## src/hdl/nibble_core_pkg.sv

```systemverilog
`default_nettype none

package nibble_core_pkg;

  typedef enum logic {
    CYCLE_FETCH,
    CYCLE_WRITE
  } cycle_e;

  typedef enum logic [4:0] {
    REG_A, REG_B, REG_TEMPA, REG_TEMPB, REG_FLAGS,
    REG_XL, REG_XH, REG_XP, REG_YL, REG_YH, REG_YP,
    REG_SPL, REG_SPH, REG_PCSL, REG_PCSH, REG_PCP, REG_NPP, REG_NBP,
    REG_MX, REG_MY, REG_MSP, REG_MSP_DEC, REG_MN,
    // Source only
    REG_ALU, REG_ALU_WITH_FLAGS, REG_IMML, REG_IMMH,
    // Destination only
    REG_SETPC, REG_JPBAEND
  } reg_sel_e;

  typedef enum logic [2:0] {
    INC_NONE, INC_PC, INC_XHL, INC_YHL, INC_SP_INC, INC_SP_DEC
  } inc_sel_e;

  typedef struct packed {
    logic       valid;
    cycle_e     cycle;
    reg_sel_e   src;
    reg_sel_e   dst;
    inc_sel_e   inc;
    logic       increment_pc;
    logic       reset_np;
    logic [3:0] alu;
    logic       alu_zero;
    logic       alu_carry;
    logic [7:0] immed;
  } micro_step_t;

  // High bit to low bit as seen on the register bus
  typedef struct packed {
    logic interrupt;
    logic decimal;
    logic zero;
    logic carry;
  } flags_t;

  typedef struct packed {
    logic [12:0] pc;
    logic [4:0]  np;
    logic [3:0]  a;
    logic [3:0]  b;
    logic [3:0]  temp_a;
    logic [3:0]  temp_b;
    logic [11:0] x;
    logic [11:0] y;
    logic [7:0]  sp;
    flags_t      flags;
  } core_state_t;

  typedef struct packed {
    logic [1:0]  pad;
    logic [4:0]  np;
    logic [12:0] pc;
    logic [3:0]  a;
    logic [3:0]  b;
    flags_t      flags;
  } snap_regs1_t;

  typedef struct packed {
    logic [11:0] x;
    logic [11:0] y;
    logic [7:0]  sp;
  } snap_regs2_t;

  typedef struct packed {
    logic [7:0]  addr;
    logic [31:0] wdata;
    logic        wren;
    logic        restore;
  } ss_bus_t;

  typedef struct packed {
    logic        valid;
    logic        we;
    logic [11:0] addr;
    logic [3:0]  wdata;
  } mem_req_t;

  localparam logic [7:0] SS_REGS1 = 8'h00;
  localparam logic [7:0] SS_REGS2 = 8'h01;

  // Boot on page 1
  localparam snap_regs1_t SNAP1_DEFAULT = '{
    pad: 2'b00, np: 5'h01, pc: 13'h0100, a: 4'h0, b: 4'h0, flags: 4'h0
  };

endpackage

`default_nettype wire
```

## src/hdl/snapshot_port.sv

```systemverilog
`timescale 1ns/1ps
`default_nettype none

module snapshot_port import nibble_core_pkg::*; #(
  parameter type        payload_t     = logic [31:0],
  parameter logic [7:0] ADDRESS       = 8'h00,
  parameter payload_t   DEFAULT_VALUE = '0
) (
  input  logic        clk,
  input  ss_bus_t     ss_bus,
  input  payload_t    current_data,
  output payload_t    new_data,
  output logic [31:0] bus_out
);

  logic addressed;

  // Power-up value matches a restore
  payload_t data_q = DEFAULT_VALUE;

  assign addressed = ss_bus.addr == ADDRESS;
  assign new_data  = data_q;
  assign bus_out   = addressed ? 32'(current_data) : 32'h0;

  always_ff @(posedge clk) begin
    if (ss_bus.restore) begin
      data_q <= DEFAULT_VALUE;
    end else if (ss_bus.wren && addressed) begin
      data_q <= payload_t'(ss_bus.wdata);
    end
  end

endmodule

`default_nettype wire

```

## config.mk

```make
export PLATFORM = sky130hd
export DESIGN_NAME = snapshot_port
export DESIGN_NICKNAME = d
export VERILOG_FILES = /design/src/hdl/nibble_core_pkg.sv /design/src/hdl/snapshot_port.sv
export SDC_FILE = /design/constraint.sdc
export NUM_CORES = 1
export LEC_CHECK = 0
export BUFFER_PORTS_ARGS = -buffer_cell sky130_fd_sc_hd__buf_2
export CAP_MARGIN = 30
export CORE_UTILIZATION = 36
export CTS_BUF_LIST = sky130_fd_sc_hd__clkbuf_2
export DETAILED_ROUTE_END_ITERATION = 10
export PLACE_DENSITY = 0.78
export SKIP_CTS_REPAIR_TIMING = 1
export SYNTH_ARGS = -nofsm -noshare
export SYNTH_HDL_FRONTEND = slang
export SYNTH_SLANG_ARGS = --single-unit
```

## constraint.sdc

```tcl
create_clock -name clk -period 1.8 [get_ports clk]
set_input_delay 0.36 -clock clk [delete_from_list [all_inputs] [get_ports clk]]
set_output_delay 0.36 -clock clk [all_outputs]
set_load 0.02 [all_outputs]
```

==> metrics.txt, run 1 <==
Layout area overhead=63.2%; drt initial violations=20; synthesized area per cell=9.48 sq um; total track usage=16.1%; largest cells by area after synthesis=dfxtp_1, nand2b_1, mux2i_1; Min Hold Slack=0.221 ns; max reg flops=32; via count=1664; Die Span X=70.4 microns; Power, Total=1.35 mW; R2R setup slack=1.18 ns; Pre-antenna DRT Iters=4; maximum VDD drop=390 uV; WP data required=1.44 ns; Max Cap Viol=0; CTS sink count=32; synthesized instance count=178; Leakage Power=1.32 nW; Die ar.=4960 sq um; post-synthesis cell area=1690 sq um; number of buffers created by CTS=5; vias per cell=4.51; Initial Utilization=38.2%; initial antenna violation count=0; share of synthesized area occupied by flip-flops and latches=38.0%; most frequent cells in the layout=buf_2, nand2b_1, mux2i_1, dfxtp_1, buf_6; CTS clk-pin slew, worst paths=0.17 ns; crit-path cells=buf_2, or4_4, nor2_4, buf_12, and2_2, buf_4; fin area=2750 sq um; Crit-path slowest cell=or4_4; Finish-stage setup viols=32; worst-path maximum fanout=32; crit path kind=in -> out; met2 routed WL=2.22 mm; Remaining DRCs=0; WL per Instance=11.7 microns; biggest area consumer among synthesized cells=dfxtp_1; CTS tree=yes; largest net degree at the start of global routing=53; Tmin final=1.95 ns; dpl cell area=2490 sq um; Post-DP HPWL=3.15 mm; number of global-route vias before repair=1520; Fin. Hold Viols=0; Tcrit/Tclk final=108%; hold depth=3; Worst EP arrival=1.59 ns; Worst Reg2Reg Path Length in Cells=2; Worst Setup Slack, final=-0.145 ns; Yosys cell types=11; Clock Latency Late Sink=0.36 ns; Routability Congestion=0.697; layout cells sized above 1=58.7%; WL met1=1.63 mm; Longest Clk Path Bufs=2; CP Capture Type=output port; worst-margin pin slew=0.212 ns; commonest non-fill, non-tap cell in the layout=buf_2; met3 wire length=402 microns; core box area=4410 sq um; Synthesis Warnings=0; wirelength, routed=4.31 mm; Crit path largest cell delay=0.54 ns; io pins=139; RSZ-0062 raised after global routing=yes; share of the synthesized area in the top cell type=38.0%; Max Used Layer=met4; diode count=0; syn nets=253; crit path launch type=primary input; root buffer cell=clkbuf_2; Final ANT Viol Nets=0; failing checks=negative setup slack; port bufs=138; fin nets=391; GRT overflow=0; post-place setup slack=-0.169 ns; Final Max Slew Viols=0; Fin Clk Skew=0 ns; Fillers=383; row count=24; TNS Setup=-3.97 ns; Max Clk Rate=514 MHz; PD cells=491 nW/um^2; Slew HR=85.8%; # H-tree levels=2; HP Class=in -> reg; outcome=finished, violations left; flops & latches, synth=32; Die H=70.4 microns; global-route wire length before repair=6.39 mm
==> kinds of logic after synthesis <==
group | share of synthesized area (%)
buffers and inverters | 5.12
flip-flops | 38.0
multiplexers | 19.0
AND/OR/NAND/NOR | 37.9
==> synth_stat cells <==
master,count
and2_1,32
buf_8,3
clkbuf_1,10
dfxtp_1,32
inv_1,1
mux2i_1,32
nand2b_1,64
nor2_1,1
nor3_4,1
or4_1,1
or4_4,1
==> per-stage QoR <==
step,util [%],std cells
2_1_floorplan,-,178
3_3_place_gp,56.4,361
3_5_place_dp,56.4,361
4_1_cts,57.9,369
5_1_grt,62.4,369
6_report,62.4,369
==> final timing paths <==
path / from / to
max: ss_bus[35] / bus_out[15]
max reg2reg: new_data[31]$_SDFFE_PP0P_ / new_data[31]$_SDFFE_PP0P_
min reg2reg: new_data[23]$_SDFFE_PP0P_ / new_data[23]$_SDFFE_PP0P_
min: ss_bus[22] / new_data[20]$_SDFFE_PP0P_
==> cell type report <==
class / count / area [sq um] / share of cell area (%)
Tap cell: 52 / 65.1 / 2.36
Clock buffer: 6 / 30.0 / 1.09
Clock inverter: 2 / 35.0 / 1.27
Inverter: 1 / 3.75 / 0.136
Timing Repair Buffer: 144 / 970 / 35.2
Sequential cell: 32 / 641 / 23.3
Multi-Input combinational cell: 132 / 1010 / 36.6
==> worst max-delay path, delay by kind of cell <==
kind / cells / cell delay, ns
simple gates: 3 / 0.84
buf+inv: 3 / 0.38
==> routing by layer <==
metal	vias up	global-route usage (%)
met1	734	15.7
met5	-	0
met2	87	30.5
li1	837	-
met3	6	5.92
met4	0	6.00
==> report_power, final <==
group	switching, mW	internal (mW)	total [mW]
clock	0.252	0.239	0.491
combinational	0.0513	0.0974	0.149
sequential	0.000440	0.710	0.710
Note: power is estimated with default switching activity, not from simulation.
==> run 2, diff against run 1 <==
- ABC_AREA: default -> 1
==> run 2 against run 1 <==
  * The flow finishes with violations (design-rule violations)
  * Final area is 10% lower
  * Die area up 2.5%
  * Largest power group unchanged
  * Highest routed layer unchanged
  * Area after synthesis grew 2.5%
  * Sequential cell count unchanged
  * Non-clock buffer count decreased by 2
  * Global-route usage grew 1.1 points
  * Power up 0.48%
  * Sequential share of layout area increased by 2.7 points
  * Routed wire length rose by 0.23%
==> metrics.txt, run 2 <==
Max Clk Rate=612 MHz; drt initial violations=109; P_int=1.02 mW; Die Span X=71.3 microns; initial antenna violation count=0; worst reg2reg path endpoint=new_data[18]$_SDFFE_PP0P_; share of synthesized area occupied by flip-flops and latches=37.0%; GRT overflow=0; outcome=finished, violations left; max reg flops=32; CTS sink count=32; maximum VDD drop=481 uV; Pre-antenna DRT Iters=7; critical path startpoint=ss_bus[37]; Max Cap Viol=0; # H-tree levels=2; Layout area overhead=42.6%; post-synthesis cell area=1730 sq um; crit path launch type=primary input; Worst Reg2Reg Path Length in Cells=2; Post-DP HPWL=3.18 mm; CTS clk-pin slew, worst paths=0.18 ns; via count=2035; flops & latches, synth=32; Fin Clk Skew=0 ns; Combinational Power Share=12.9%; RSZ-0062 raised after global routing=no; Final ANT Viol Nets=0; number of global-route vias before repair=1799; Clock Power Share=34.7%; Routability Congestion=0.676; Fillers=444; top cells by count, synth=nor2_1, inv_1, nand2_1; most frequent cell after synthesis=nor2_1; switching share of power=24.5%; WP data required=1.44 ns; core box area=4470 sq um; global-route wire length before repair=7.13 mm; port bufs=138; syn nets=360; largest cells by area after synthesis=dfxtp_1, nor2_1, inv_1; worst-path maximum fanout=32; root buffer cell=clkbuf_2; Critical Path End=bus_out[5]; Tcrit/Tclk final=90.8%; share of the synthesized area in the top cell type=37.0%; synthesized area per cell=6.07 sq um; Yosys cell types=12; Initial Utilization=38.6%; failing checks=design-rule violations; PD cells=550 nW/um^2; WL per Instance=9.25 microns; Post-synth EDFFs=0; row count=24; synthesized instance count=285; crit path kind=in -> out; worst-margin pin slew=0.588 ns; fin nets=489; diode count=0; biggest area consumer among synthesized cells=dfxtp_1; Tmin final=1.63 ns; CTS tree=yes; Worst EP arrival=1.27 ns; Psw=332 uW; io pins=139; Clock Latency Late Sink=0.33 ns; TNS Setup=0 ns; Finish-stage setup viols=0; Reg2Reg Launch Point=new_data[18]$_SDFFE_PP0P_; commonest non-fill, non-tap cell in the layout=buf_2; R2R setup slack=1.19 ns; CP Capture Type=output port; most frequent cells in the layout=buf_2, nor2_1, inv_1, nand2_1; Die H=71.3 microns; number of buffers created by CTS=5; vias per cell=4.36; Final Max Slew Viols=0; ys async rst share=0%; sequential share of power=52.4%; Slew HR=60.8%; Post-synth top flop=dfxtp_1; wirelength, routed=4.32 mm; Remaining DRCs=13; Power, Total=1.36 mW; total track usage=17.2%; Die ar.=5080 sq um; layout cells sized above 1=36.1%; Fin. Hold Viols=0; largest net degree at the start of global routing=65; Longest Clk Path Bufs=2; HP Class=in -> reg; Leakage Power=1.60 nW; Synthesis Warnings=0
==> run 2: cell types whose count changed after synthesis, moves of 34 or more <==
cell,delta
nor2_1,+68
nand2b_1,-64
inv_1,+64
nand2_1,+34
==> run 2: critical path, stage by stage <==
cell	delay, ns
buf_2	0.09
nor2_1	0.09
nand2_1	0.09
nor2_4	0.14
inv_4	0.12
nor2_1	0.17
buf_2	0.19
==> run 2: stage by stage <==
| stage | util (%) | instance area (sq um) | setup WS (ns) | instances | hold WS, ns |
|---|---|---|---|---|---|
| finish | 55.1 | 2470 | 0.165 | 467 | 0.296 |
| global route | 55.1 | 2470 | 0.0776 | 467 | 0.278 |
| CTS | 55.1 | 2460 | 0.0625 | 467 | 0.263 |
| detailed placement | 53.7 | 2400 | 0.0649 | 459 | 0.463 |
| global placement | 53.7 | 2400 | 0.0875 | 459 | 0.457 |
| floorplan | - | 1730 | 0.174 | 285 | 0.548 |
==> run 2: layout make-up <==
cell class | instances | area, sq um | share of cell area [%]
clock inverter | 3 | 37.5 | 1.52
inverter | 66 | 250 | 10.1
tap | 52 | 65.1 | 2.64
sequential | 32 | 641 | 26.0
clock buffer | 5 | 25.0 | 1.01
multi-input combinational | 167 | 714 | 29.0
timing repair buffer | 142 | 733 | 29.7
==> run 2: power groups by stage <==
stage          clock, mW  sequential (mW)  combinational [mW]
2_1_floorplan          0            0.728              0.0796
3_3_place_gp           0            0.726               0.174
3_5_place_dp           0            0.726               0.176
4_1_cts            0.499            0.712               0.177
5_1_grt            0.521            0.712               0.201
6_report           0.470            0.711               0.175
==> run 2: routing by layer <==
| metal | wire (microns) | global-route usage (%) | up-vias |
|---|---|---|---|
| met5 | 0 | 0 | - |
| met1 | 1800 | 17.7 | 844 |
| li1 | - | - | 1096 |
| met4 | 32 | 4.89 | 0 |
| met3 | 459 | 5.34 | 4 |
| met2 | 2030 | 33.1 | 91 |
==> run 2: kinds of logic (layout without fill, tap and decap cells) <==
logic type / Yosys count / after routing / synth area share (%)
AO/OA/AOI/OAI: 32 / 32 / 9.26
buffers and inverters: 86 / 216 / 22.1
flip-flops: 32 / 32 / 37.0
AND/OR/NAND/NOR: 135 / 135 / 31.6
==> run 2: how the worst min path moves through the flow <==
stage	end	start	cells past startpoint
2_1_floorplan	new_data[28]$_SDFFE_PP0P_	ss_bus[0]	3
3_3_place_gp	new_data[4]$_SDFFE_PP0P_	new_data[4]$_SDFFE_PP0P_	2
3_5_place_dp	new_data[11]$_SDFFE_PP0P_	new_data[11]$_SDFFE_PP0P_	2
4_1_cts	new_data[13]$_SDFFE_PP0P_	ss_bus[15]	5
5_1_grt	new_data[18]$_SDFFE_PP0P_	ss_bus[20]	5
6_report	new_data[13]$_SDFFE_PP0P_	ss_bus[15]	5
