==> src/hdl/nibble_core_pkg.sv <==
`default_nettype none

package nibble_core_pkg;

  typedef enum logic {
    CYCLE_FETCH,
    CYCLE_WRITE
  } cycle_e;

  typedef enum logic [4:0] {
    REG_A, REG_B, REG_TEMPA, REG_TEMPB, REG_FLAGS,
    REG_XL, REG_XH, REG_XP, REG_YL, REG_YH, REG_YP,
    REG_SPL, REG_SPH, REG_PCSL, REG_PCSH, REG_PCP, REG_NPP, REG_NBP,
    REG_MX, REG_MY, REG_MSP, REG_MSP_DEC, REG_MN,
    // Source only
    REG_ALU, REG_ALU_WITH_FLAGS, REG_IMML, REG_IMMH,
    // Destination only
    REG_SETPC, REG_JPBAEND
  } reg_sel_e;

  typedef enum logic [2:0] {
    INC_NONE, INC_PC, INC_XHL, INC_YHL, INC_SP_INC, INC_SP_DEC
  } inc_sel_e;

  typedef struct packed {
    logic       valid;
    cycle_e     cycle;
    reg_sel_e   src;
    reg_sel_e   dst;
    inc_sel_e   inc;
    logic       increment_pc;
    logic       reset_np;
    logic [3:0] alu;
    logic       alu_zero;
    logic       alu_carry;
    logic [7:0] immed;
  } micro_step_t;

  // High bit to low bit as seen on the register bus
  typedef struct packed {
    logic interrupt;
    logic decimal;
    logic zero;
    logic carry;
  } flags_t;

  typedef struct packed {
    logic [12:0] pc;
    logic [4:0]  np;
    logic [3:0]  a;
    logic [3:0]  b;
    logic [3:0]  temp_a;
    logic [3:0]  temp_b;
    logic [11:0] x;
    logic [11:0] y;
    logic [7:0]  sp;
    flags_t      flags;
  } core_state_t;

  typedef struct packed {
    logic [1:0]  pad;
    logic [4:0]  np;
    logic [12:0] pc;
    logic [3:0]  a;
    logic [3:0]  b;
    flags_t      flags;
  } snap_regs1_t;

  typedef struct packed {
    logic [11:0] x;
    logic [11:0] y;
    logic [7:0]  sp;
  } snap_regs2_t;

  typedef struct packed {
    logic [7:0]  addr;
    logic [31:0] wdata;
    logic        wren;
    logic        restore;
  } ss_bus_t;

  typedef struct packed {
    logic        valid;
    logic        we;
    logic [11:0] addr;
    logic [3:0]  wdata;
  } mem_req_t;

  localparam logic [7:0] SS_REGS1 = 8'h00;
  localparam logic [7:0] SS_REGS2 = 8'h01;

  // Boot on page 1
  localparam snap_regs1_t SNAP1_DEFAULT = '{
    pad: 2'b00, np: 5'h01, pc: 13'h0100, a: 4'h0, b: 4'h0, flags: 4'h0
  };

endpackage

`default_nettype wire
==> src/hdl/host_axil_bridge.sv <==
`timescale 1ns/1ps
`default_nettype none

module host_axil_bridge import nibble_core_pkg::*; #(
  parameter int RAM_ADDR_BITS = 12
) (
  input  logic        clk,
  input  logic        reset,
  input  logic [15:0] awaddr,
  input  logic        awvalid,
  output logic        awready,
  input  logic [31:0] wdata,
  input  logic        wvalid,
  output logic        wready,
  output logic [1:0]  bresp,
  output logic        bvalid,
  input  logic        bready,
  input  logic [15:0] araddr,
  input  logic        arvalid,
  output logic        arready,
  output logic [31:0] rdata,
  output logic [1:0]  rresp,
  output logic        rvalid,
  input  logic        rready,
  output mem_req_t    host_req,
  input  logic [3:0]  host_rdata,
  input  logic        host_grant,
  output ss_bus_t     ss_bus,
  input  logic [31:0] ss_rdata
);

  typedef enum logic [1:0] {ST_IDLE, ST_MEM, ST_RESP} bridge_state_e;

  bridge_state_e st;
  logic [15:0]   addr_q;
  logic [31:0]   wdata_q;
  logic          write_q;
  logic [1:0]    resp_q;
  logic          mem_hit;
  logic          ss_word_hit;
  logic          restore_hit;
  logic          resp_first;

  assign mem_hit     = 32'(addr_q) < (32'd1 << (RAM_ADDR_BITS + 2));
  assign ss_word_hit = addr_q == 16'h4000 || addr_q == 16'h4004;
  assign restore_hit = addr_q == 16'h4008;
  // First cycle in ST_RESP, before the response is raised
  assign resp_first  = st == ST_RESP && !bvalid && !rvalid;

  assign host_req = '{valid: st == ST_MEM, we: write_q, addr: addr_q[13:2], wdata: wdata_q[3:0]};

  assign ss_bus = '{addr: {7'b0, addr_q[2]}, wdata: wdata_q,
                    wren: resp_first && write_q && ss_word_hit,
                    restore: resp_first && write_q && restore_hit};

  assign bresp = resp_q;
  assign rresp = resp_q;

  always_ff @(posedge clk) begin
    if (reset) begin
      st      <= ST_IDLE;
      awready <= 1'b0;
      wready  <= 1'b0;
      arready <= 1'b0;
      bvalid  <= 1'b0;
      rvalid  <= 1'b0;
    end else begin
      case (st)
        ST_IDLE: begin
          if (awready || arready) begin
            awready <= 1'b0;
            wready  <= 1'b0;
            arready <= 1'b0;
            st      <= mem_hit ? ST_MEM : ST_RESP;
          end else if (awvalid && wvalid) begin
            awready <= 1'b1;
            wready  <= 1'b1;
            addr_q  <= awaddr;
            wdata_q <= wdata;
            write_q <= 1'b1;
          end else if (arvalid) begin
            arready <= 1'b1;
            addr_q  <= araddr;
            write_q <= 1'b0;
          end
        end
        ST_MEM: begin
          if (host_grant) begin
            st <= ST_RESP;
          end
        end
        default: begin
          if (resp_first) begin
            resp_q <= (mem_hit || ss_word_hit || restore_hit) ? 2'b00 : 2'b10;
            rdata  <= mem_hit ? {28'h0, host_rdata} : (ss_word_hit ? ss_rdata : 32'h0);
            bvalid <= write_q;
            rvalid <= !write_q;
          end else if ((bvalid && bready) || (rvalid && rready)) begin
            bvalid <= 1'b0;
            rvalid <= 1'b0;
            st     <= ST_IDLE;
          end
        end
      endcase
    end
  end

endmodule

`default_nettype wire

==> config.mk <==
export PLATFORM = sky130hd
export DESIGN_NAME = host_axil_bridge
export DESIGN_NICKNAME = d
export VERILOG_FILES = /design/src/hdl/nibble_core_pkg.sv /design/src/hdl/host_axil_bridge.sv
export SDC_FILE = /design/constraint.sdc
export NUM_CORES = 1
export LEC_CHECK = 0
export ABC_AREA = 1
export BUFFER_PORTS_ARGS = -buffer_cell sky130_fd_sc_hd__clkbuf_2
export CAP_MARGIN = 20
export CORE_ASPECT_RATIO = 0.75
export CORE_MARGIN = 4
export CORE_UTILIZATION = 40
export CTS_BUF_LIST = sky130_fd_sc_hd__clkbuf_16
export DETAILED_ROUTE_END_ITERATION = 6
export HOLD_SLACK_MARGIN = 0.02
export PLACE_DENSITY = 0.81
export SETUP_SLACK_MARGIN = 0.2
export SYNTH_ARGS = -nofsm -noshare
export SYNTH_HDL_FRONTEND = slang
export SYNTH_SLANG_ARGS = --single-unit
==> constraint.sdc <==
create_clock -name clk -period 3.7 [get_ports clk]
set_clock_uncertainty 0.1 [all_clocks]
set_input_delay 0.74 -clock clk [delete_from_list [all_inputs] [get_ports clk]]
set_output_delay 0.74 -clock clk [all_outputs]
set_load 0.03 [all_outputs]
==> flow_summary_export.csv, run 1 <==
group,metric,value,unit
floorplan,row_count,30,
power,p_per_area,593,mW/mm²
floorplan,fp.dieW,119,µm
power,clock_power_share,0.308,
cts,cts_setup_buffers,0,
routing,drtPass1Iterations,4,
critical_path,start_kind,"register",
synthesis,yosys.area.top_type,"edfxtp_1",
power,switching_share,0.330,
grt,gr-total-overflow,0,
cts,clockRootBuffer,"clkbuf_16",
cts,cts_sinks,88,
critical_path,critPathCaptureType,"output port",
placement,place_congestion,0.794,
sta,max_freq,338,MHz
critical_path,crit_buf_inv,1,
grt,grt_use_total,0.160,
min_path,holdCritPathClass,"register to register",
critical_path,worstPathArrival,2.12,ns
sta,drv_slew,0,
critical_path,worstPathRequired,2.86,ns
finish,final_util,0.552,
synthesis,syn_inst,311,
sta,slew_headroom,0.635,
grt,grt_pass1_wl,13600,µm
routing,wl_per_cell,13.9,µm
synthesis,ys_seq_area_frac,0.695,
synthesis,async_reset_ff_frac,0,
power,p_sw,978,µW
power,p_leak,2.39,nW
synthesis,ys_ff_latch,88,
routing,drt_iter0_markers,119,
floorplan,ios,209,
finish,area_growth_syn_to_layout,34.3,%
sta,fin_ws,0.738,ns
power,ir_drop,0.434,mV
cts,h-tree-depth,3,
critical_path,ff2ff_path_depth,4,
placement,io_buffers,199,
critical_path,rr_endpoint,"addr_q[5]",
critical_path,cp_top_family,"simple AND/OR/NAND/NOR gates",
synthesis,synth_edf_count,82,
sta,fin_crit_sh,0.801,
critical_path,cp_num_cells,5,
min_path,whs_endpoint,"arready",
cts,holdBufCountCts,0,
cts,clk_latency,0.33,ns
grt,first_global_vias,2692,
finish,insertedDiodeCount,0,
synthesis,synthTopCellsByArea,"edfxtp_1 (66%), nand2_1 (7.5%), buf_4 (5.9%)",
min_path,min_path_cells,2,
critical_path,path_cells,"nor2_1, and2_0, nand3_4, nor2_2, clkbuf_2",
floorplan,die_y,91.5,µm
grt,grt_max_degree,34,
routing,route.detailed.drc,0,
min_path,hold_start,"arready",
synthesis,syn_area,0.00371,mm²
cts,cts_resized,0,
sta,setup_violations,0,
sta,hold_viol,0,
critical_path,crit_slowest_cell,"nand3_4",
power,power.internal,1.98,mW
sta,rsz0062_at_grt,"false",
routing,viasPerCell,4.25,
cts,clock_path_buffers,2,
synthesis,ys_warn_count,0,
synthesis,synthFlopType,"edfxtp_1",
placement,dpl_worst_slack,1.07,ns
grt,antenna_found_initial,0,
critical_path,r2r-start,"st[1]",
placement,place.detailed.hpwl,7220,µm
floorplan,core-area,0.00905,mm²
critical_path,cp_max_fo,30,
run,max_cap_violations,0,
sta,finalSetupTns,0,ns
finish,layout.nets,606,
synthesis,syn_area_per_cell,11.9,µm²
critical_path,critPathKind,"register to output port",
routing,drt_wl_total,8770,µm
outcome,status,"complete, no violations",
synthesis,yosys.area.top_type_share,0.663,
routing,vias,2681,
sta,tightest_slew,0.546,ns
floorplan,floorplan.initialDensity,0.411,
cts,path_clk_slew,0.07,ns
power,combPwrFrac,0.244,
routing,ant_nets,0,
critical_path,r2r_setup_slack,1.73,ns
synthesis,yosys.cell_types.count,25,
cts,cts_made_buffers,9,
floorplan,dieArea,0.0109,mm²
cts,cts_tree,"done",
placement,place_area,0.00468,mm²
power,p_seq_frac,0.448,
finish,drive_above_1_share,0.505,
critical_path,cpPeakStageDelay,0.46,ns
finish,fin_area,0.00499,mm²
sta,fin_crit,2.96,ns
-- cells by family after synthesis --
logic type / synth area share
flip-flops: 0.695
buffers and inverters: 0.111
AND/OR/NAND/NOR: 0.183
other: 0.00101
AO/OA/AOI/OAI: 0.0101
-- layout make-up --
type	instances	area, µm²
Clock buffer	9	225
Clock inverter	7	81.3
Fill cell	778	4060
Inverter	39	146
Multi-Input combinational cell	157	764
Sequential cell	88	2580
Tap cell	128	160
Timing Repair Buffer	203	1030
-- worst register-to-register path: stages (launching register included) --
cell     delay (ns)
dfxtp_1        0.36
nor2_1         0.28
nand2_1        0.21
nor2_1         0.49
buf_6          0.24
-- synth_stat cells, types with 2 or more instances --
library cell and n:
buf_6 3, nor2_1 19, nor2_2 28, nand2_2 2
buf_2 2, nor3_1 2, nor2_4 2, nand3_1 3
inv_1 38, a21oi_1 4, o21ai_0 2, dfxtp_1 6
nand4_1 6, nand2_1 74, edfxtp_1 82, buf_4 29
-- power groups by stage --
stage          sequential (mW)  clock, mW  combinational [mW]
6_report                  1.33      0.912               0.721
5_1_grt                   1.34      0.990               0.775
2_1_floorplan             1.52          0               0.347
4_1_cts                   1.33      0.935               0.730
3_5_place_dp              1.35          0               0.728
3_3_place_gp              1.34          0               0.708
-- placed cells by master (no fill, tap or decap), types with 2 or more instances in the layout --
cell         n
o21ai_0      2
buf_4        3
clkbuf_16    9
dfxtp_1      6
inv_8        2
nand2_2      2
edfxtp_1    82
nor2_2      29
nand4_1      6
conb_1       9
nand2_1     74
a21oi_1      4
nor2_1      18
inv_1       39
nor2_4       2
nand3_1      3
clkbuf_2   199
clkinv_4     2
-- sequential cells by signal, indices dropped and copies added, names as in the netlist --
register	flops
st	2
wready	1
bvalid	1
write_q	1
wdata_q	32
rdata	32
addr_q	16
arready	1
bresp	1
rvalid	1
-- stage by stage --
step / hold WS (ns) / total power [mW] / std cells
CTS: 0.381 / 2.99 / 631
finish: 0.372 / 2.96 / 631
detailed placement: 0.370 / 2.08 / 615
global placement: 0.359 / 2.05 / 614
floorplan: 0.403 / 1.86 / 319
global route: 0.396 / 3.11 / 631
-- layer usage --
layer  track usage  share of wire  wire length [µm]  up-vias
met2         0.287           0.51              4450      128
li1              -              -                 -     1340
met4        0.0347         0.0070                61        0
met3        0.0635           0.10               894        7
met1         0.180           0.38              3370     1206
met5             0              0                 0        -
-- worst max-delay path by stage --
stage	startpoint	slack, ns	to
after detailed placement	addr_q[12]	1.07	ss_bus[1]
after floorplan	awvalid	1.03	wdata_q[0]
after global placement	awvalid	1.11	addr_q[8]
after global routing	addr_q[13]	0.57	ss_bus[1]
after CTS	addr_q[12]	0.70	ss_bus[1]
final	addr_q[12]	0.74	ss_bus[1]
Note: power is estimated with default switching activity, not from simulation.
==> run 2, diff against run 1 <==
Settings changed: CORE_UTILIZATION 40 to 44, PLACE_DENSITY 0.81 to 0.85.
Clock period 3.7 ns to 2.85 ns, I/O delays scaled along.
==> run 2 against run 1 <==
Compared with the run above:
- combinational power is 29% higher
- via count shrank 0.19%
- sequential power rose by 29%
- critical endpoint is now ss_bus[0]
- non-clock buffer count increased by 1
- count of clock-buffer cells in the layout did not move
- largest power group unchanged
- clock power increased by 28%
==> flow_summary_export.csv, run 2 (synthesized netlist as in run 1, its figures left out) <==
group,metric,value,unit
outcome,status,"complete, no violations",
sta,hold_viol,0,
sta,drv_slew,0,
floorplan,core-area,0.00806,mm²
cts,cts_sinks,88,
critical_path,critPathCaptureType,"output port",
critical_path,start_kind,"register",
routing,drt_iter0_markers,120,
routing,wl_per_cell,14.2,µm
placement,place.detailed.hpwl,7040,µm
finish,drive_above_1_share,0.508,
finish,area_growth_syn_to_layout,33.5,%
sta,fin_crit,2.42,ns
critical_path,cp_max_fo,6,
finish,final_cell_mix,"clkbuf_2 (199), edfxtp_1 (82), nand2_1 (74), inv_1 (38), nor2_2 (29)",
critical_path,startpoint,"addr_q[11]",
routing,viasPerCell,4.39,
grt,gr-total-overflow,0,
sta,fin_crit_sh,0.849,
cts,h-tree-depth,3,
critical_path,r2r-start,"st[1]",
routing,drtPass1Iterations,4,
floorplan,die_y,87.6,µm
cts,cts_setup_buffers,0,
finish,insertedDiodeCount,0,
cts,clk_latency,0.33,ns
grt,grt_max_degree,34,
routing,vias,2676,
cts,cts_tree,"done",
placement,io_buffers,199,
floorplan,ios,209,
cts,cts_made_buffers,9,
grt,grt_use_total,0.169,
finish,fillers,658,
grt,first_global_vias,2598,
cts,clock_path_buffers,2,
finish,final_common_cell,"clkbuf_2",
sta,rsz0062_at_grt,"false",
placement,dpl_worst_slack,0.769,ns
critical_path,critPathKind,"register to output port",
power,p_per_area,772,mW/mm²
floorplan,row_count,28,
power,ir_drop,0.510,mV
critical_path,worstPathArrival,1.75,ns
routing,route.detailed.drc,0,
power,p_leak,2.39,nW
critical_path,rr_endpoint,"wdata_q[16]",
finish,regArea,0.00258,mm²
floorplan,dieArea,0.00999,mm²
critical_path,ff2ff_path_depth,4,
sta,max_freq,413,MHz
finish,reg_top3,"rdata: 32 flops, wdata_q: 32 flops, addr_q: 16 flops",
floorplan,fp.dieW,114,µm
floorplan,floorplan.initialDensity,0.461,
min_path,holdCritPathClass,"input pin to register",
sta,fin_ws,0.430,ns
sta,setup_violations,0,
finish,layout.nets,607,
placement,place_congestion,0.760,
run,max_cap_violations,0,
cts,holdBufCountCts,0,
critical_path,worstPathRequired,2.18,ns
grt,antenna_found_initial,0,
routing,ant_nets,0,
cts,path_clk_slew,0.06,ns
critical_path,endpoint,"ss_bus[0]",
sta,finalSetupTns,0,ns
critical_path,r2r_setup_slack,0.98,ns
grt,grt_pass1_wl,12800,µm
finish,multi_input_area,764,µm²
routing,drt_wl_total,8670,µm
cts,clockRootBuffer,"clkbuf_16",
cts,cts_resized,0,
==> run 2: cell types whose count changed in the layout (fill, tap and decap cells not counted) <==
cell      before  now
buf_4          3    5
buf_6          1    0
clkinv_2       0    1
clkinv_4       2    0
inv_1         39   38
inv_6          0    4
inv_8          2    0
==> run 2: worst min path at each step <==
stage,start,end,slack [ns],cells past startpoint
final,wdata[21],wdata_q[21],0.31,1
after floorplan,st[0],st[0],0.40,2
after global placement,arready,arready,0.36,2
after CTS,wdata[5],wdata_q[5],0.30,1
after detailed placement,arready,arready,0.37,2
after global routing,wdata[9],wdata_q[9],0.29,1
==> run 2: worst max-delay path: stages (launching register included) <==
cell and delay [ns]:
edfxtp_1 0.39, nor2_1 0.10, and2_0 0.37, nand2_1 0.13, nor3_1 0.17, clkbuf_2 0.25
==> run 2: routing by layer <==
layer / track usage / part of all wire / vias up
met5: 0 / 0 / -
met4: 0.0378 / 0.0063 / 0
met3: 0.0601 / 0.091 / 6
met2: 0.308 / 0.52 / 134
met1: 0.194 / 0.39 / 1193
li1: - / - / 1343
==> run 2: layout make-up <==
cell class | count | share of cell area
Timing Repair Buffer | 204 | 0.208
Tap cell | 105 | 0.0265
Clock buffer | 9 | 0.0454
Sequential cell | 88 | 0.521
Multi-Input combinational cell | 157 | 0.154
Inverter | 39 | 0.0295
Clock inverter | 7 | 0.0156
==> run 2: power breakdown <==
part	internal [mW]	total, mW	switching (mW)
combinational	0.244	0.930	0.686
clock	0.690	1.17	0.485
sequential	1.63	1.72	0.0883
total	2.57	3.83	1.26
==> run 2: stage by stage <==
step	hold slack, ns	util	cell area (µm²)	power, mW	std cells
6_report	0.311	0.616	4960	3.83	609
5_1_grt	0.293	0.616	4960	4.01	609
4_1_cts	0.298	0.616	4960	3.87	609
3_5_place_dp	0.368	0.578	4660	2.69	593
3_3_place_gp	0.360	0.578	4660	2.65	593
2_1_floorplan	0.403	-	3750	2.42	319
==> run 3, diff against run 2 <==
Settings changed: ABC_AREA 1 to 0, CORE_UTILIZATION 44 to 39, PLACE_DENSITY 0.85 to 0.81.
Clock period 2.85 ns to 1.95 ns, I/O delays scaled along.
==> run 3 against run 2 <==
Compared with the run above:
- the flow now finishes with violations (negative setup slack)
- synthesized cell count down 31%
- non-clock buffer count is 31 higher
- area after synthesis down 5.1%
- worst hold slack worse by 0.18 ns
- setup slack lost 0.89 ns
- cell area grew 6.4%
- highest routed layer unchanged
- die area up 6.5%
- count of clock-buffer cells in the layout is the same
- sequential power increased by 28%
- routed wire length up 4.4%
- critical path depth fell by 1
==> flow_summary_export.csv, run 3 <==
group,metric,value,unit
sta,max_freq,416,MHz
finish,layout.nets,544,
cts,path_clk_slew,0.07,ns
power,ir_drop,0.487,mV
critical_path,start_kind,"register",
grt,grt_pass1_wl,13500,µm
power,p_leak,2.37,nW
routing,route.detailed.drc,0,
finish,final_util,0.611,
cts,clock_path_buffers,2,
critical_path,cpPeakStageDelay,0.55,ns
routing,drtPass1Iterations,4,
synthesis,syn_inst,216,
grt,grt_use_total,0.160,
critical_path,cp_max_fo,2,
sta,setup_violations,34,
synthesis,yosys.cell_types.count,33,
floorplan,die_y,90.4,µm
finish,insertedDiodeCount,0,
synthesis,yosys.area.top_type_share,0.698,
grt,gr-total-overflow,0,
cts,clk_latency,0.33,ns
finish,area_growth_syn_to_layout,49.7,%
floorplan,core-area,0.00864,mm²
placement,place_congestion,0.728,
synthesis,synth_edf_count,82,
sta,drv_slew,0,
power,p_per_area,837,mW/mm²
floorplan,floorplan.initialDensity,0.408,
synthesis,synthTopCellsByArea,"edfxtp_1 (70%), buf_4 (6.2%), mux2_2 (5.1%)",
critical_path,critPathCaptureType,"output port",
synthesis,ys_warn_count,0,
sta,hold_viol,0,
critical_path,ff2ff_path_depth,7,
critical_path,cp_top_family,"simple AND/OR/NAND/NOR gates",
cts,h-tree-depth,3,
sta,finalSetupTns,-5.03,ns
cts,clockRootBuffer,"clkbuf_16",
synthesis,synth_common_cells,"edfxtp_1 (82), buf_4 (29), and2_1 (21)",
routing,drt_iter0_markers,119,
floorplan,ios,209,
run,max_cap_violations,0,
min_path,holdCritPathClass,"input pin to register",
critical_path,crit_slowest_cell,"or4_4",
synthesis,ys_ff_latch,88,
placement,io_buffers,199,
finish,final_cell_mix,"clkbuf_2 (197), edfxtp_1 (82), buf_4 (23), mux2_2 (16), and2_1 (16)",
grt,antenna_found_initial,0,
finish,fillers,664,
floorplan,row_count,29,
sta,fin_crit_sh,1.23,
critical_path,critPathKind,"register to output port",
critical_path,crit_buf_inv,1,
sta,fin_ws,-0.456,ns
synthesis,ys_seq_area_frac,0.732,
cts,cts_sinks,88,
synthesis,synth_most_common_cell,"edfxtp_1",
finish,drive_above_1_share,0.671,
sta,hold_slack,0.127,ns
synthesis,syn_area,0.00353,mm²
placement,place_area,0.00471,mm²
min_path,min_path_cells,1,
routing,ant_nets,0,
routing,drt_wl_total,9060,µm
critical_path,worstPathRequired,1.46,ns
cts,cts_tree,"done",
outcome,violations,"negative setup slack",
routing,vias,2530,
sta,rsz0062_at_grt,"true",
floorplan,dieArea,0.0106,mm²
sta,fin_crit,2.41,ns
routing,wl_per_cell,16.5,µm
cts,cts_made_buffers,9,
critical_path,worstPathArrival,1.92,ns
finish,final_common_cell,"clkbuf_2",
outcome,status,"finished with violations",
routing,viasPerCell,4.61,
floorplan,fp.dieW,118,µm
grt,grt_max_degree,35,
synthesis,syn_area_per_cell,16.3,µm²
synthesis,synthFlopType,"edfxtp_1",
power,power,4.42,mW
grt,first_global_vias,2587,
finish,fin_area,0.00528,mm²
cts,holdBufCountCts,0,
synthesis,async_reset_ff_frac,0,
synthesis,yosys.area.top_type,"edfxtp_1",
placement,place.detailed.hpwl,6620,µm
critical_path,cp_num_cells,4,
critical_path,path_cells,"or4_4, and4bb_4, and3_4, buf_8",
finish,reg_top3,"rdata: 32 flops, wdata_q: 32 flops, addr_q: 16 flops",
[run 3: cell count changes in the layout (fill, tap and decap cells not counted), sizes merged, moves of 5 or more]
cell | before | now
buf | 5 | 35
nand2 | 76 | 5
and2 | 1 | 29
a22o | 0 | 6
nand4 | 6 | 1
mux2 | 0 | 16
inv | 42 | 6
nor2 | 50 | 6
[run 3: through the flow]
stage,instances,worst slack [ns]
floorplan,224,-0.285
global placement,518,-0.186
detailed placement,518,-0.208
CTS,540,-0.502
global route,549,-0.521
finish,549,-0.456
[run 3: layer usage]
layer / vias to the layer above / part of all wire / global-route usage
li1: 1206 / - / -
met1: 1193 / 0.41 / 0.188
met2: 126 / 0.51 / 0.287
met3: 5 / 0.069 / 0.0576
met4: 0 / 0.0038 / 0.0263
met5: - / 0 / 0
[run 3: final timing paths]
kind | from | end | slack [ns]
worst max-delay path | addr_q[4] | ss_bus[1] | -0.46
worst min-delay path | wdata[27] | wdata_q[27] | 0.13
worst max register to register | addr_q[4] | rdata[4] | -0.15
worst min register to register | arready | arready | 0.39
[run 3: report_power, final]
group	switching [mW]	leakage [nW]	internal (mW)	total, mW
logic	0.368	1.39	0.256	0.624
clock network	0.718	0.140	0.876	1.59
registers	0.0383	0.841	2.16	2.20
total	1.12	2.37	3.30	4.42
[run 3: timing repair]
item                                    CTS  global route
setup buffers                             4             7
endpoints found under the setup margin   67            36
cloned                                    2             2
gates resized for setup                   9            10
pin swaps                                 2             3
endpoints found under the hold margin     0             0
[run 3: cell families (layout without fill, tap and decap cells)]
logic type      count (synthesis)  count (layout)  synth area share
compound gates                 15              15            0.0316
buf+inv                        36             253            0.0756
flops                          88              88             0.732
mux                            17              17            0.0539
other cells                     1               9           0.00106
simple gates                   59              59             0.106
[run 3: final cells by class]
class | instances | area (µm²) | share of cell area
tap | 108 | 135 | 0.0256
clock inverter | 7 | 53.8 | 0.0102
sequential | 88 | 2590 | 0.490
inverter | 2 | 10.0 | 0.00190
timing repair buffer | 235 | 1460 | 0.276
clock buffer | 9 | 225 | 0.0427
multi-input combinational | 100 | 810 | 0.153
